==> config.mk <==
export PLATFORM = sky130hd
export DESIGN_NAME = snd_top
export DESIGN_NICKNAME = d
export VERILOG_FILES = /design/src/hdl/snd_pkg.sv /design/src/hdl/vga_timing.sv /design/src/hdl/snare_apu.sv /design/src/hdl/snd_top.sv
export VERILOG_INCLUDE_DIRS = /design/src /design/src/include
export SDC_FILE = /design/constraint.sdc
export NUM_CORES = 1
export LEC_CHECK = 0
export BUFFER_PORTS_ARGS = -buffer_cell sky130_fd_sc_hd__buf_2
export CORE_MARGIN = 2
export CORE_UTILIZATION = 55
export CTS_CLUSTER_DIAMETER = 200
export CTS_CLUSTER_SIZE = 12
export DETAILED_ROUTE_END_ITERATION = 10
export PLACE_DENSITY = 0.78
export SLEW_MARGIN = 20
export SYNTH_ARGS = -nofsm -noshare
export SYNTH_HDL_FRONTEND = slang
export SYNTH_HIERARCHICAL = 1
export SYNTH_SLANG_ARGS = --single-unit
export TNS_END_PERCENT = 10
==> constraint.sdc <==
create_clock -name clk -period 3.1 [get_ports clk]
set_clock_uncertainty 0.2 [all_clocks]
set_input_delay 0.775 -clock clk [delete_from_list [all_inputs] [get_ports clk]]
set_output_delay 0.775 -clock clk [all_outputs]
set_load 0.01 [all_outputs]
==> src/include/snd_settings.svh <==
`ifndef SND_SETTINGS_SVH
`define SND_SETTINGS_SVH

// 640x480 at 60 Hz with a 25 MHz pixel clock

// horizontal timing in pixels
`define SND_H_VISIBLE     640
`define SND_H_SYNC_START  656   // front porch of 16 pixels
`define SND_H_SYNC_END    752   // sync pulse of 96 pixels
`define SND_H_TOTAL       800   // back porch fills the rest

// vertical timing in lines
`define SND_V_VISIBLE     480
`define SND_V_SYNC_START  490   // front porch of 10 lines
`define SND_V_SYNC_END    492   // sync pulse of 2 lines
`define SND_V_TOTAL       525

// snare window length in scanlines
// 6000 lines is roughly 190 ms at 31.5 kHz line rate
`define SND_SNARE_LINES   6000

// scanlines per noise update
`define SND_NOISE_DIV     3     // sets the noise pitch

// frame counter step per frame
`define SND_FRAME_STEP    1     // music speed for 60 fps

`endif

==> src/hdl/snd_pkg.sv <==
package snd_pkg;

  // coordinate width
  // 10 bits cover 800 columns and 525 lines
  localparam int unsigned COORD_W = 10;

  typedef logic [COORD_W-1:0] coord_t;

  // current scan position
  // x is the pixel column and y the scanline
  typedef struct packed {
    coord_t x;      // column 0..799
    coord_t y;      // line 0..524
  } scan_pos_t;

  // sync levels that go with one scan position
  // all active high
  typedef struct packed {
    logic hsync;      // x in the horizontal sync pulse
    logic vsync;      // y in the vertical sync pulse
    logic display_on; // inside the visible 640x480 area
  } video_sync_t;

endpackage

==> src/hdl/vga_timing.sv <==
`include "snd_settings.svh"

module vga_timing (
  input  logic                 clk,
  input  logic                 reset,
  output snd_pkg::scan_pos_t   pos,
  output snd_pkg::video_sync_t sync
);

  // timing constants in counter width
  localparam snd_pkg::coord_t H_VISIBLE    = snd_pkg::coord_t'(`SND_H_VISIBLE);
  localparam snd_pkg::coord_t H_SYNC_START = snd_pkg::coord_t'(`SND_H_SYNC_START);
  localparam snd_pkg::coord_t H_SYNC_END   = snd_pkg::coord_t'(`SND_H_SYNC_END);
  localparam snd_pkg::coord_t H_LAST       = snd_pkg::coord_t'(`SND_H_TOTAL - 1);
  localparam snd_pkg::coord_t V_VISIBLE    = snd_pkg::coord_t'(`SND_V_VISIBLE);
  localparam snd_pkg::coord_t V_SYNC_START = snd_pkg::coord_t'(`SND_V_SYNC_START);
  localparam snd_pkg::coord_t V_SYNC_END   = snd_pkg::coord_t'(`SND_V_SYNC_END);
  localparam snd_pkg::coord_t V_LAST       = snd_pkg::coord_t'(`SND_V_TOTAL - 1);

  snd_pkg::scan_pos_t   pos_next;   // position for the next cycle
  snd_pkg::video_sync_t sync_next;  // decode of pos_next
  logic                 h_wrap;     // last column of the line
  logic                 v_wrap;     // last line of the frame

  // counter step
  // x runs every clock and y runs when x wraps
  always_comb begin
    h_wrap   = (pos.x == H_LAST);
    v_wrap   = (pos.y == V_LAST);
    pos_next = pos;
    if (h_wrap) begin
      pos_next.x = '0;
      if (v_wrap) begin
        pos_next.y = '0;          // back to the top of the frame
      end else begin
        pos_next.y = pos.y + snd_pkg::coord_t'(1);
      end
    end else begin
      pos_next.x = pos.x + snd_pkg::coord_t'(1);
    end
  end

  // sync decode from the next position
  // registered together with pos so both line up in the same cycle
  always_comb begin
    sync_next.hsync      = (pos_next.x >= H_SYNC_START) && (pos_next.x < H_SYNC_END);
    sync_next.vsync      = (pos_next.y >= V_SYNC_START) && (pos_next.y < V_SYNC_END);
    sync_next.display_on = (pos_next.x < H_VISIBLE) && (pos_next.y < V_VISIBLE);
  end

  always_ff @(posedge clk) begin
    if (reset) begin
      pos              <= '0;     // scan restarts at 0/0
      sync.hsync       <= 1'b0;
      sync.vsync       <= 1'b0;
      sync.display_on  <= 1'b1;   // 0/0 lies in the visible area
    end else begin
      pos  <= pos_next;
      sync <= sync_next;
    end
  end

  // counters never leave the frame
  a_x_range: assert property (
    @(posedge clk) disable iff (reset)
    pos.x <= H_LAST
  ) else $error("vga_timing: x out of range %0d", pos.x);

  a_y_range: assert property (
    @(posedge clk) disable iff (reset)
    pos.y <= V_LAST
  ) else $error("vga_timing: y out of range %0d", pos.y);

  // y only moves on the cycle after the last column
  a_y_step: assert property (
    @(posedge clk) disable iff (reset)
    $changed(pos.y) |-> $past(pos.x) == H_LAST
  ) else $error("vga_timing: y changed without x wrap");

endmodule

==> src/hdl/snare_apu.sv <==
`include "snd_settings.svh"

module snare_apu (
  input  logic               clk,
  input  logic               reset,
  input  logic               snare_trigger,   // level input whose rising edge starts the snare
  input  snd_pkg::scan_pos_t pos,
  output logic               sound            // pulse density output
);

  // counter widths follow the timing defines
  localparam int unsigned LINE_W = $clog2(`SND_SNARE_LINES + 1);
  localparam int unsigned NDIV_W = $clog2(`SND_NOISE_DIV + 1);

  localparam logic [LINE_W-1:0] LINE_LAST  = LINE_W'(`SND_SNARE_LINES);
  localparam logic [NDIV_W-1:0] NDIV_LAST  = NDIV_W'(`SND_NOISE_DIV - 1);
  localparam logic [3:0]        FRAME_STEP = 4'(`SND_FRAME_STEP);
  localparam logic [4:0]        ENV_TOP    = 5'd31;   // envelope at frame 0

  logic [12:0]       lfsr;          // noise source
  logic              lfsr_fb;
  logic              line_start;    // first column of any line
  logic              frame_start;   // first column of line 0
  logic [NDIV_W-1:0] noise_cnt;     // lines since last noise update
  logic              noise;         // current noise bit
  logic [3:0]        frame_cnt;     // drives the envelope
  logic [4:0]        env_level;
  snd_pkg::coord_t   env_bound;     // envelope in pixels
  logic              trig_q;        // trigger one cycle late
  logic              snare_start;   // one cycle pulse on trigger edge
  logic              snare_active;  // snare window
  logic [LINE_W-1:0] line_cnt;      // lines since window opened

  assign line_start  = (pos.x == '0);
  assign frame_start = line_start && (pos.y == '0);

  // 13 bit lfsr
  // xnor feedback keeps the all-zero state inside the sequence
  assign lfsr_fb = ~(lfsr[12] ^ lfsr[8] ^ lfsr[2] ^ lfsr[0]);

  always_ff @(posedge clk) begin
    if (reset) begin
      lfsr <= '0;
    end else begin
      lfsr <= {lfsr[11:0], lfsr_fb};   // steps every clock
    end
  end

  // noise bit
  // every third line start it toggles with the lfsr parity
  always_ff @(posedge clk) begin
    if (reset) begin
      noise_cnt <= '0;
      noise     <= 1'b0;
    end else if (line_start) begin
      if (noise_cnt >= NDIV_LAST) begin
        noise_cnt <= '0;
        noise     <= noise ^ (^lfsr);
      end else begin
        noise_cnt <= noise_cnt + NDIV_W'(1);
      end
    end
  end

  // frame counter wraps after 16 frames
  always_ff @(posedge clk) begin
    if (reset) begin
      frame_cnt <= '0;
    end else if (frame_start) begin
      frame_cnt <= frame_cnt + FRAME_STEP;
    end
  end

  // decaying envelope
  // 31 - 2*frame lands on 1 at frame 15 so the bound bottoms at 4 pixels
  assign env_level = ENV_TOP - {frame_cnt, 1'b0};
  assign env_bound = {3'b000, env_level, 2'b00};   // times 4 in pixels

  // trigger edge detect
  always_ff @(posedge clk) begin
    if (reset) begin
      trig_q      <= 1'b0;
      snare_start <= 1'b0;
    end else begin
      trig_q      <= snare_trigger;
      snare_start <= snare_trigger & ~trig_q;   // high for one cycle per edge
    end
  end

  // snare window
  // a start pulse (re)opens it and clears the line count
  // the line start that finds the count at the limit closes it
  always_ff @(posedge clk) begin
    if (reset) begin
      snare_active <= 1'b0;
      line_cnt     <= '0;
    end else if (snare_start) begin
      snare_active <= 1'b1;
      line_cnt     <= '0;
    end else if (snare_active && line_start) begin
      line_cnt <= line_cnt + LINE_W'(1);
      if (line_cnt >= LINE_LAST) begin
        snare_active <= 1'b0;   // 6001st line start of the window
      end
    end
  end

  // noise gated by window and envelope with no register
  assign sound = snare_active & noise & (pos.x < env_bound);

  // window only closes on a line boundary
  a_close_at_line: assert property (
    @(posedge clk) disable iff (reset)
    $fell(snare_active) |-> $past(line_start)
  ) else $error("snare_apu: window closed off a line start");

  a_start_single: assert property (
    @(posedge clk) disable iff (reset)
    snare_start |=> !snare_start
  ) else $error("snare_apu: start pulse longer than one cycle");

endmodule

==> src/hdl/snd_top.sv <==
module snd_top (
  input  logic                 clk,
  input  logic                 reset,
  input  logic                 snare_trigger,  // button level from outside
  output snd_pkg::video_sync_t sync,           // to the VGA connector
  output snd_pkg::scan_pos_t   pos,            // for an outside pixel generator
  output logic                 sound           // one bit audio stream
);

  // scan position shared by the audio unit and the outside
  snd_pkg::scan_pos_t scan_pos;

  // frame scan and sync
  vga_timing u_timing (
    .clk   (clk),
    .reset (reset),
    .pos   (scan_pos),
    .sync  (sync)
  );

  // snare voice follows the scan with no extra delay
  snare_apu u_apu (
    .clk           (clk),
    .reset         (reset),
    .snare_trigger (snare_trigger),
    .pos           (scan_pos),
    .sound         (sound)
  );

  assign pos = scan_pos;   // same cycle as sync and sound

endmodule

[After elaboration in Yosys (flattened, before gate mapping)]
Index checks and enable logic that the tools add are counted.
Operators by class
  shifts and indexed selects: 0
  equal/unequal tests: 2
  mux-type cells: 7
  magnitude comparators: 9
  bitwise gates (word level): 9
  add/sub/neg operators: 6
  reductions and logical operators: 13
  multiply operators: 0
  divide/modulo/power cells: 0
Operators with widths (number)
  2-to-1 mux 10 bit: 3
  adder 10 x 1 -> 10 bit, second input constant: 2
  equality test 10 bit, second input constant: 2
  zero test 10 bit: 2
  < comparator 10 bit, second input constant: 2
  < comparator 10 x 9 -> 1 bit, second input constant: 2
  adder 13 x 1 -> 13 bit, second input constant: 1
  >= comparator 13 bit, second input constant: 1
  XOR reduction 13 bit: 1
  >= comparator 10 bit, second input constant: 1
  >= comparator 10 x 9 -> 1 bit, second input constant: 1
  < comparator 10 x 7 -> 1 bit: 1
  logical AND 1 bit: 5
  subtractor 5 bit, first input constant: 1
  adder 4 x 1 -> 4 bit, second input constant: 1
  AND reduction 2 bit: 2
  nonzero test 2 bit: 2
  bitwise XOR 1 bit: 4
  bitwise AND 1 bit: 3
  2-to-1 mux 1 bit: 3
  adder 2 x 1 -> 2 bit, second input constant: 1
  >= comparator 2 bit, second input constant: 1
  2-to-1 mux 2 bit: 1
  inverter 1 bit: 2
  OR reduction 2 bit: 1
Word-level totals
  output and inout bits: 24
  bits in latches: 0
  register bits: 59
  memories: 0
  bits in read-only memories: 0
  RAM bits: 0

[Depth between registers and ports, before layout]
Gate-level depths: netlist of the first run.
  depth after elaboration: 5
  gate-level depth with buffers: 8
  gate-level depth less buffers: 6

[Hierarchy]
The synthesis of the first run kept the hierarchy.
Modules (own cells, without submodules)
  snare_apu: times used 1, sequential area each 720.7 µm², area each 1582.8 µm², cells an instance 167
  vga_timing: times used 1, sequential area each 460.4 µm², area each 1312.5 µm², cells an instance 160

[Worst setup path before layout of the first run]
Ideal clock, no wire load.
  path type: register to register
  start: register u_timing/pos[10] (netlist name)
  end: register u_timing/sync[1] (netlist name)
  path slack: 0.771 ns
  arrival time: 2.012 ns
  path buffers: 0
  library setup time: 0.117 ns
  clock period less this slack: 2.329 ns
  stages on the path, launching flop included: 7
  path through: dfxtp_1 ha_1 nand4_1 or4_4 nor2_1 xor2_1 and4bb_1
Between the ends
  cells in the longest elaborated chain, start to end: 4
Ends and longest elaborated chain
  equality test 10 bit *: RTL line vga_timing.sv:28  | h_wrap = (pos.x == H_LAST);
  2-to-1 mux 10 bit *: RTL line vga_timing.sv:31  | if (h_wrap) begin
  >= comparator 10 x 9 -> 1 bit / < comparator 10 x 9 -> 1 bit (equally long branches): RTL line vga_timing.sv:47  | sync_next.vsync = (pos_next.y >= V_SYNC_START) && (pos_next.y < V_SYNC_END);
  logical AND 1 bit *: RTL line vga_timing.sv:47
Every way passes the cells marked *; elsewhere a longest branch is shown, timed or not.
A chain may end at the register's enable or synchronous reset.

[Worst setup path after layout of the first run]
  start: register u_timing/pos[13] (netlist name)
  end: output port sound
Between the ends
  cells in the longest elaborated chain, start to end: 2
Ends and longest elaborated chain
  < comparator 10 x 7 -> 1 bit: RTL line snare_apu.sv:109  | assign sound = snare_active & noise & (pos.x < env_bound);
  bitwise AND 1 bit: RTL line snare_apu.sv:109
  end: declaration: RTL line snd_top.sv:7  | output logic sound
No other way between the ends.

==> results of run 1 <==
-- cell type report --
class	instances	area (sq um)	area share, %
multi-input combinational	244	1610	48.7
sequential	59	1180	35.8
clock inverter	4	72.6	2.20
tap	70	87.6	2.66
clock buffer	12	155	4.70
timing repair buffer	30	160	4.86
inverter	9	33.8	1.02
-- final timing paths --
path	slack (ps)	to	cells after the start	startpoint
min	180	u_apu/snare_start$_SDFF_PP0_	1	u_apu/trig_q$_SDFF_PP0_
min reg2reg	180	u_apu/snare_start$_SDFF_PP0_	1	u_apu/trig_q$_SDFF_PP0_
max	320	sound	7	u_timing/pos[13]$_SDFF_PP0_
max reg2reg	610	u_timing/sync[1]$_SDFF_PP0_	6	u_timing/pos[10]$_SDFF_PP0_
-- per-layer routing --
metal | routed length [microns] | GRT usage [%] | part of all wire [%]
met4 | 149 | 14.7 | 2.5
met1 | 2760 | 26.6 | 47
met5 | 0 | 0 | 0
met2 | 2780 | 32.8 | 47
met3 | 250 | 5.57 | 4.2
-- kinds of logic (layout without fill, tap and decap cells) --
family                   after synthesis  in the layout  share of synthesized area, %
AO/OA/AOI/OAI                         34             34                          7.43
XOR/XNOR                              40             40                          13.3
adder cells (fa/ha/maj)               11             11                          4.75
buffers and inverters                 24             55                          3.67
flip-flops                            59             59                          40.8
multiplexers                           1              1                         0.518
AND/OR/NAND/NOR                      158            158                          29.5
-- Yosys cell counts (2+ instances only) --
cell	instances	area, sq um
nand2b_1	3	18.8
a21oi_1	12	60.1
inv_1	7	26.3
nor2b_1	19	119
nor3_1	12	60.1
ha_1	11	138
xor2_1	19	166
or4_4	2	22.5
and3_1	7	43.8
buf_2	4	20.0
o32ai_1	2	17.5
dfxtp_1	59	1180
o211ai_1	3	22.5
nand3_1	18	90.1
o21ai_0	4	20.0
nand4b_1	2	17.5
nor4_1	6	37.5
nand2_1	16	60.1
a31oi_1	2	12.5
xnor2_1	18	158
nand3b_1	2	15.0
nor3b_1	2	15.0
nand4_1	7	43.8
nor2_1	43	161
xnor3_1	2	45.0
and2_1	6	37.5
or2_2	3	18.8
clkinv_1	2	7.51
clkbuf_1	9	33.8
o21ai_1	3	15.0
-- state kept, by name, indices dropped and copies added, names as in the netlist, 2 cells and up --
| name | count |
|---|---|
| u_apu/frame_cnt | 4 |
| u_apu/lfsr | 13 |
| u_apu/line_cnt | 13 |
| u_apu/noise_cnt | 2 |
| u_timing/pos | 20 |
| u_timing/sync | 3 |
-- stage by stage --
step	hold slack [ps]	utilization (%)	instances	power, mW	worst slack [ps]
after floorplan	167	-	327	0.883	771
after global placement	175	60.1	412	0.902	711
after detailed placement	174	60.1	412	0.905	630
after CTS	183	64.6	428	1.70	288
after global routing	218	64.6	428	1.74	152
final	182	64.6	428	1.68	318
-- power by group --
part / total [mW] / switching (mW) / internal [mW]
Combinational: 0.0901 / 0.0485 / 0.0416
Clock: 0.795 / 0.300 / 0.495
Sequential: 0.798 / 0.0203 / 0.778
==> metrics.csv, run 1 <==
metric,value,unit
clockRootBuffer,clkbuf_8,
seq_area_frac_synth,40.8,%
drtIter0Drc,166,
start_kind,flip-flop,
cellPowerDensity,510,mW/mm^2
crit_buf_inv,1,
rows,26,
routedWlPerCell,13.9,microns
synth_fp_nets,341,
critPathKind,flip-flop to primary output,
dp_hpwl,3910,microns
synth_warnings,6,
io_buffers,26,
final_cell_mix,"dfxtp_1 (59), nor2_1 (43), buf_2 (26)",
post-route-drc-count,0,
area_growth,13.9,%
viasPerCell,5.55,
slowest_stage,dfxtp_1,
start_util,56.7,%
power.leakage,1.31,nW
grt_max_degree,30,
critPathMaxFanout,7,
drtAntennaViolNets,0,
grt_pass1_vias,2215,
max_stage_delay,470,ps
endpoint_kind,primary output,
arrival,1810,ps
finalSetupTns,0,ps
firstDrtPassIters,4,
final_common_cell,dfxtp_1,
hold_buffers,0,
crit_top_cell,a21oi_1,
syn_area,0.00290,sq mm
fillCellCount,444,
min_period_over_period,89.7,%
crit_required,2120,ps
grt-ovfl-total,0,
ioPinCount,27,
crit_chain,"ha_1, a21oi_1, nor2b_1, o21ai_1, nand2b_1, a21oi_1, buf_2",
slew_viol_final,0,
die-area,0.00586,sq mm
hold_viol,0,
netlist_instances,327,
fin_crit,2780,ps
htree_levels,3,
synth_cell_types,52,
clk_latency,340,ps
vias,2374,
synth_edf_count,0,
slew_headroom,65.3,%
rsz0062_at_grt,false,
final_layout_size_suffix_gt1_share,15.6,%
fmax,359,MHz
synth_seq_cells,59,
clkSinkCount,59,
die_h,76.6,microns
syn_area_per_cell,8.85,sq um
dieWidth,76.6,microns
synthFlopType,dfxtp_1,
hp-class,flip-flop to flip-flop,
tightest_slew,520,ps
path_delay_family,flip-flops,
grt_pass1_wl,9930,microns
cts_buffers,9,
max_cap_viol_count,0,
irDropWorstVdd,0.362,mV
fin_area,0.00330,sq mm
cts_tree,yes,
clkTransAtPathRegs,70,ps
wl,5940,microns
antenna_found_initial,0,
final_nets,367,
cts_resized,0,
clockBufferDepth,2,
coreArea,0.00511,sq mm
cts_setup_buffers,0,
outcome,"complete, no violations",
grt_usage,21.5,%
placed_area,0.00307,sq mm
async_flop_share,0,%
setup_violations,0,
n_antenna_cell,0,
gp_congestion,0.842,
Note: power is estimated with default switching activity, not from simulation.
==> run 2: changes to the inputs <==
--- a/config.mk
+++ b/config.mk
@@ -8,11 +8,12 @@
 export LEC_CHECK = 0
 export BUFFER_PORTS_ARGS = -buffer_cell sky130_fd_sc_hd__buf_2
 export CORE_MARGIN = 2
-export CORE_UTILIZATION = 55
+export CORE_UTILIZATION = 59
 export CTS_CLUSTER_DIAMETER = 200
 export CTS_CLUSTER_SIZE = 12
 export DETAILED_ROUTE_END_ITERATION = 10
-export PLACE_DENSITY = 0.78
+export PLACE_DENSITY = 0.82
+export RECOVER_POWER = 100
 export SLEW_MARGIN = 20
 export SYNTH_ARGS = -nofsm -noshare
 export SYNTH_HDL_FRONTEND = slang
==> metrics.csv, run 2 (same netlist as run 1, synthesis figures left out) <==
metric,value,unit,change
wl,5700,microns,was 5940 microns
min_period_over_period,88.1,%,was 89.7%
max_stage_delay,490,ps,was 470 ps
final_nets,367,,unchanged
start_util,61.3,%,was 56.7%
largest_register_ffs,20,,unchanged
hold_viol,0,,unchanged
dieWidth,74.1,microns,was 76.6 microns
rrSetupSlack,470,ps,was 610 ps
irDropWorstVdd,0.298,mV,was 0.362 mV
final_cell_mix,"dfxtp_1 (59), nor2_1 (43), clkbuf_1 (32)",,"was dfxtp_1 (59), nor2_1 (43), buf_2 (26)"
critPathKind,flip-flop to primary output,,unchanged
firstDrtPassIters,4,,unchanged
slowest_stage,nor3_1,,was dfxtp_1
hold_buffers,0,,unchanged
path_delay_family,simple AND/OR/NAND/NOR gates,,was flip-flops
die_h,74.1,microns,was 76.6 microns
rsz0062_at_grt,false,,unchanged
clk_latency,340,ps,about the same
tightest_slew,1030,ps,was 520 ps
rows,25,,was 26
crit_buf_inv,1,,unchanged
final_common_cell,dfxtp_1,,unchanged
cts_tree,yes,,unchanged
fin_crit,2730,ps,was 2780 ps
htree_levels,3,,unchanged
area_growth,9.77,%,was 13.9%
ioPinCount,27,,unchanged
hold-path-cell-count,1,,unchanged
antenna_found_initial,0,,unchanged
crit_chain,"nor3_1, nand4b_1, a21oi_1, clkbuf_1",,"was ha_1, a21oi_1, nor2b_1, o21ai_1, nand2b_1, a21oi_1, buf_2"
vias,2325,,was 2374
drtAntennaViolNets,0,,unchanged
hp-class,flip-flop to flip-flop,,unchanged
crit_required,2120,ps,about the same
die-area,0.00548,sq mm,was 0.00586 sq mm
post-route-drc-count,0,,unchanged
cts_resized,0,,unchanged
path_depth,4,,was 7
r2r.worst_path.cells,8,,was 6
clkTransAtPathRegs,60,ps,was 70 ps
clkSinkCount,59,,unchanged
dp_hpwl,3880,microns,was 3910 microns
coreArea,0.00472,sq mm,was 0.00511 sq mm
cellPowerDensity,484,mW/mm^2,was 510 mW/mm^2
largestRegisters,"u_timing/pos (20), u_apu/lfsr (13), u_apu/line_cnt (13)",,unchanged
cts_setup_buffers,0,,unchanged
grt_pass1_vias,2111,,was 2215
max_cap_viol_count,0,,unchanged
io_buffers,26,,unchanged
clockBufferDepth,2,,unchanged
setup_violations,0,,unchanged
routedWlPerCell,13.5,microns,was 13.9 microns
finalSetupTns,0,ps,unchanged
critPathMaxFanout,15,,was 7
slew_viol_final,0,,unchanged
fmax,366,MHz,was 359 MHz
cts_buffers,9,,unchanged
clockRootBuffer,clkbuf_8,,unchanged
drtIter0Drc,97,,was 166
grt_usage,22.7,%,was 21.5%
p_total,1.54,mW,was 1.68 mW
top_register,u_timing/pos,,unchanged
n_antenna_cell,0,,unchanged
fillCellCount,402,,was 444
grt_max_degree,24,,was 30
grt-ovfl-total,0,,unchanged
gp_congestion,0.834,,was 0.842
hold_ws,185,ps,was 182 ps
power.leakage,1.16,nW,was 1.31 nW
arrival,1760,ps,was 1810 ps
endpoint_kind,primary output,,unchanged
final_layout_size_suffix_gt1_share,5.32,%,was 15.6%
outcome,"complete, no violations",,unchanged
start_kind,flip-flop,,unchanged
slew_headroom,31.6,%,was 65.3%
grt_pass1_wl,9450,microns,was 9930 microns
viasPerCell,5.48,,was 5.55
run 2: cell type report:
type                            instances  area (sq um)  area share (%)
Inverter                                9          33.8            1.06
Clock inverter                          3          40.0            1.26
Tap cell                               67          83.8            2.64
Sequential cell                        59          1180            37.2
Timing Repair Buffer                   30           114            3.58
Clock buffer                           12           135            4.25
Multi-Input combinational cell        244          1590            50.0
run 2: where the power goes:
| part | switching, mW | internal (mW) | leakage [nW] | total (mW) |
|---|---|---|---|---|
| clock network | 0.285 | 0.365 | 0.0902 | 0.650 |
| registers | 0.0213 | 0.778 | 0.478 | 0.799 |
| logic | 0.0503 | 0.0388 | 0.593 | 0.0891 |
run 2: path summary, 6_finish.rpt:
path                                                   from                           end
worst max-delay path            u_timing/pos[17]$_SDFF_PP0_                         sound
worst min-delay path                u_apu/trig_q$_SDFF_PP0_  u_apu/snare_start$_SDFF_PP0_
worst max register to register  u_timing/pos[10]$_SDFF_PP0_   u_timing/sync[0]$_SDFF_PP1_
worst min register to register      u_apu/trig_q$_SDFF_PP0_  u_apu/snare_start$_SDFF_PP0_
run 2: metal layers:
layer,up-vias,share of wire (%),GRT usage [%]
li1,1170,-,-
met1,1100,46,27.3
met2,44,47,36.8
met3,11,4.3,8.40
met4,0,1.8,8.89
met5,-,0,0
run 2: stage by stage:
stage                     instance area [sq um]  utilization (%)  cells  worst slack (ps)
after floorplan                            2900                -    327               771
after detailed placement                   3070             64.9    409               581
final                                      3180             67.3    424               368
after CTS                                  3240             68.6    424               372
after global placement                     3070             64.9    409               656
after global routing                       3180             67.3    424               124
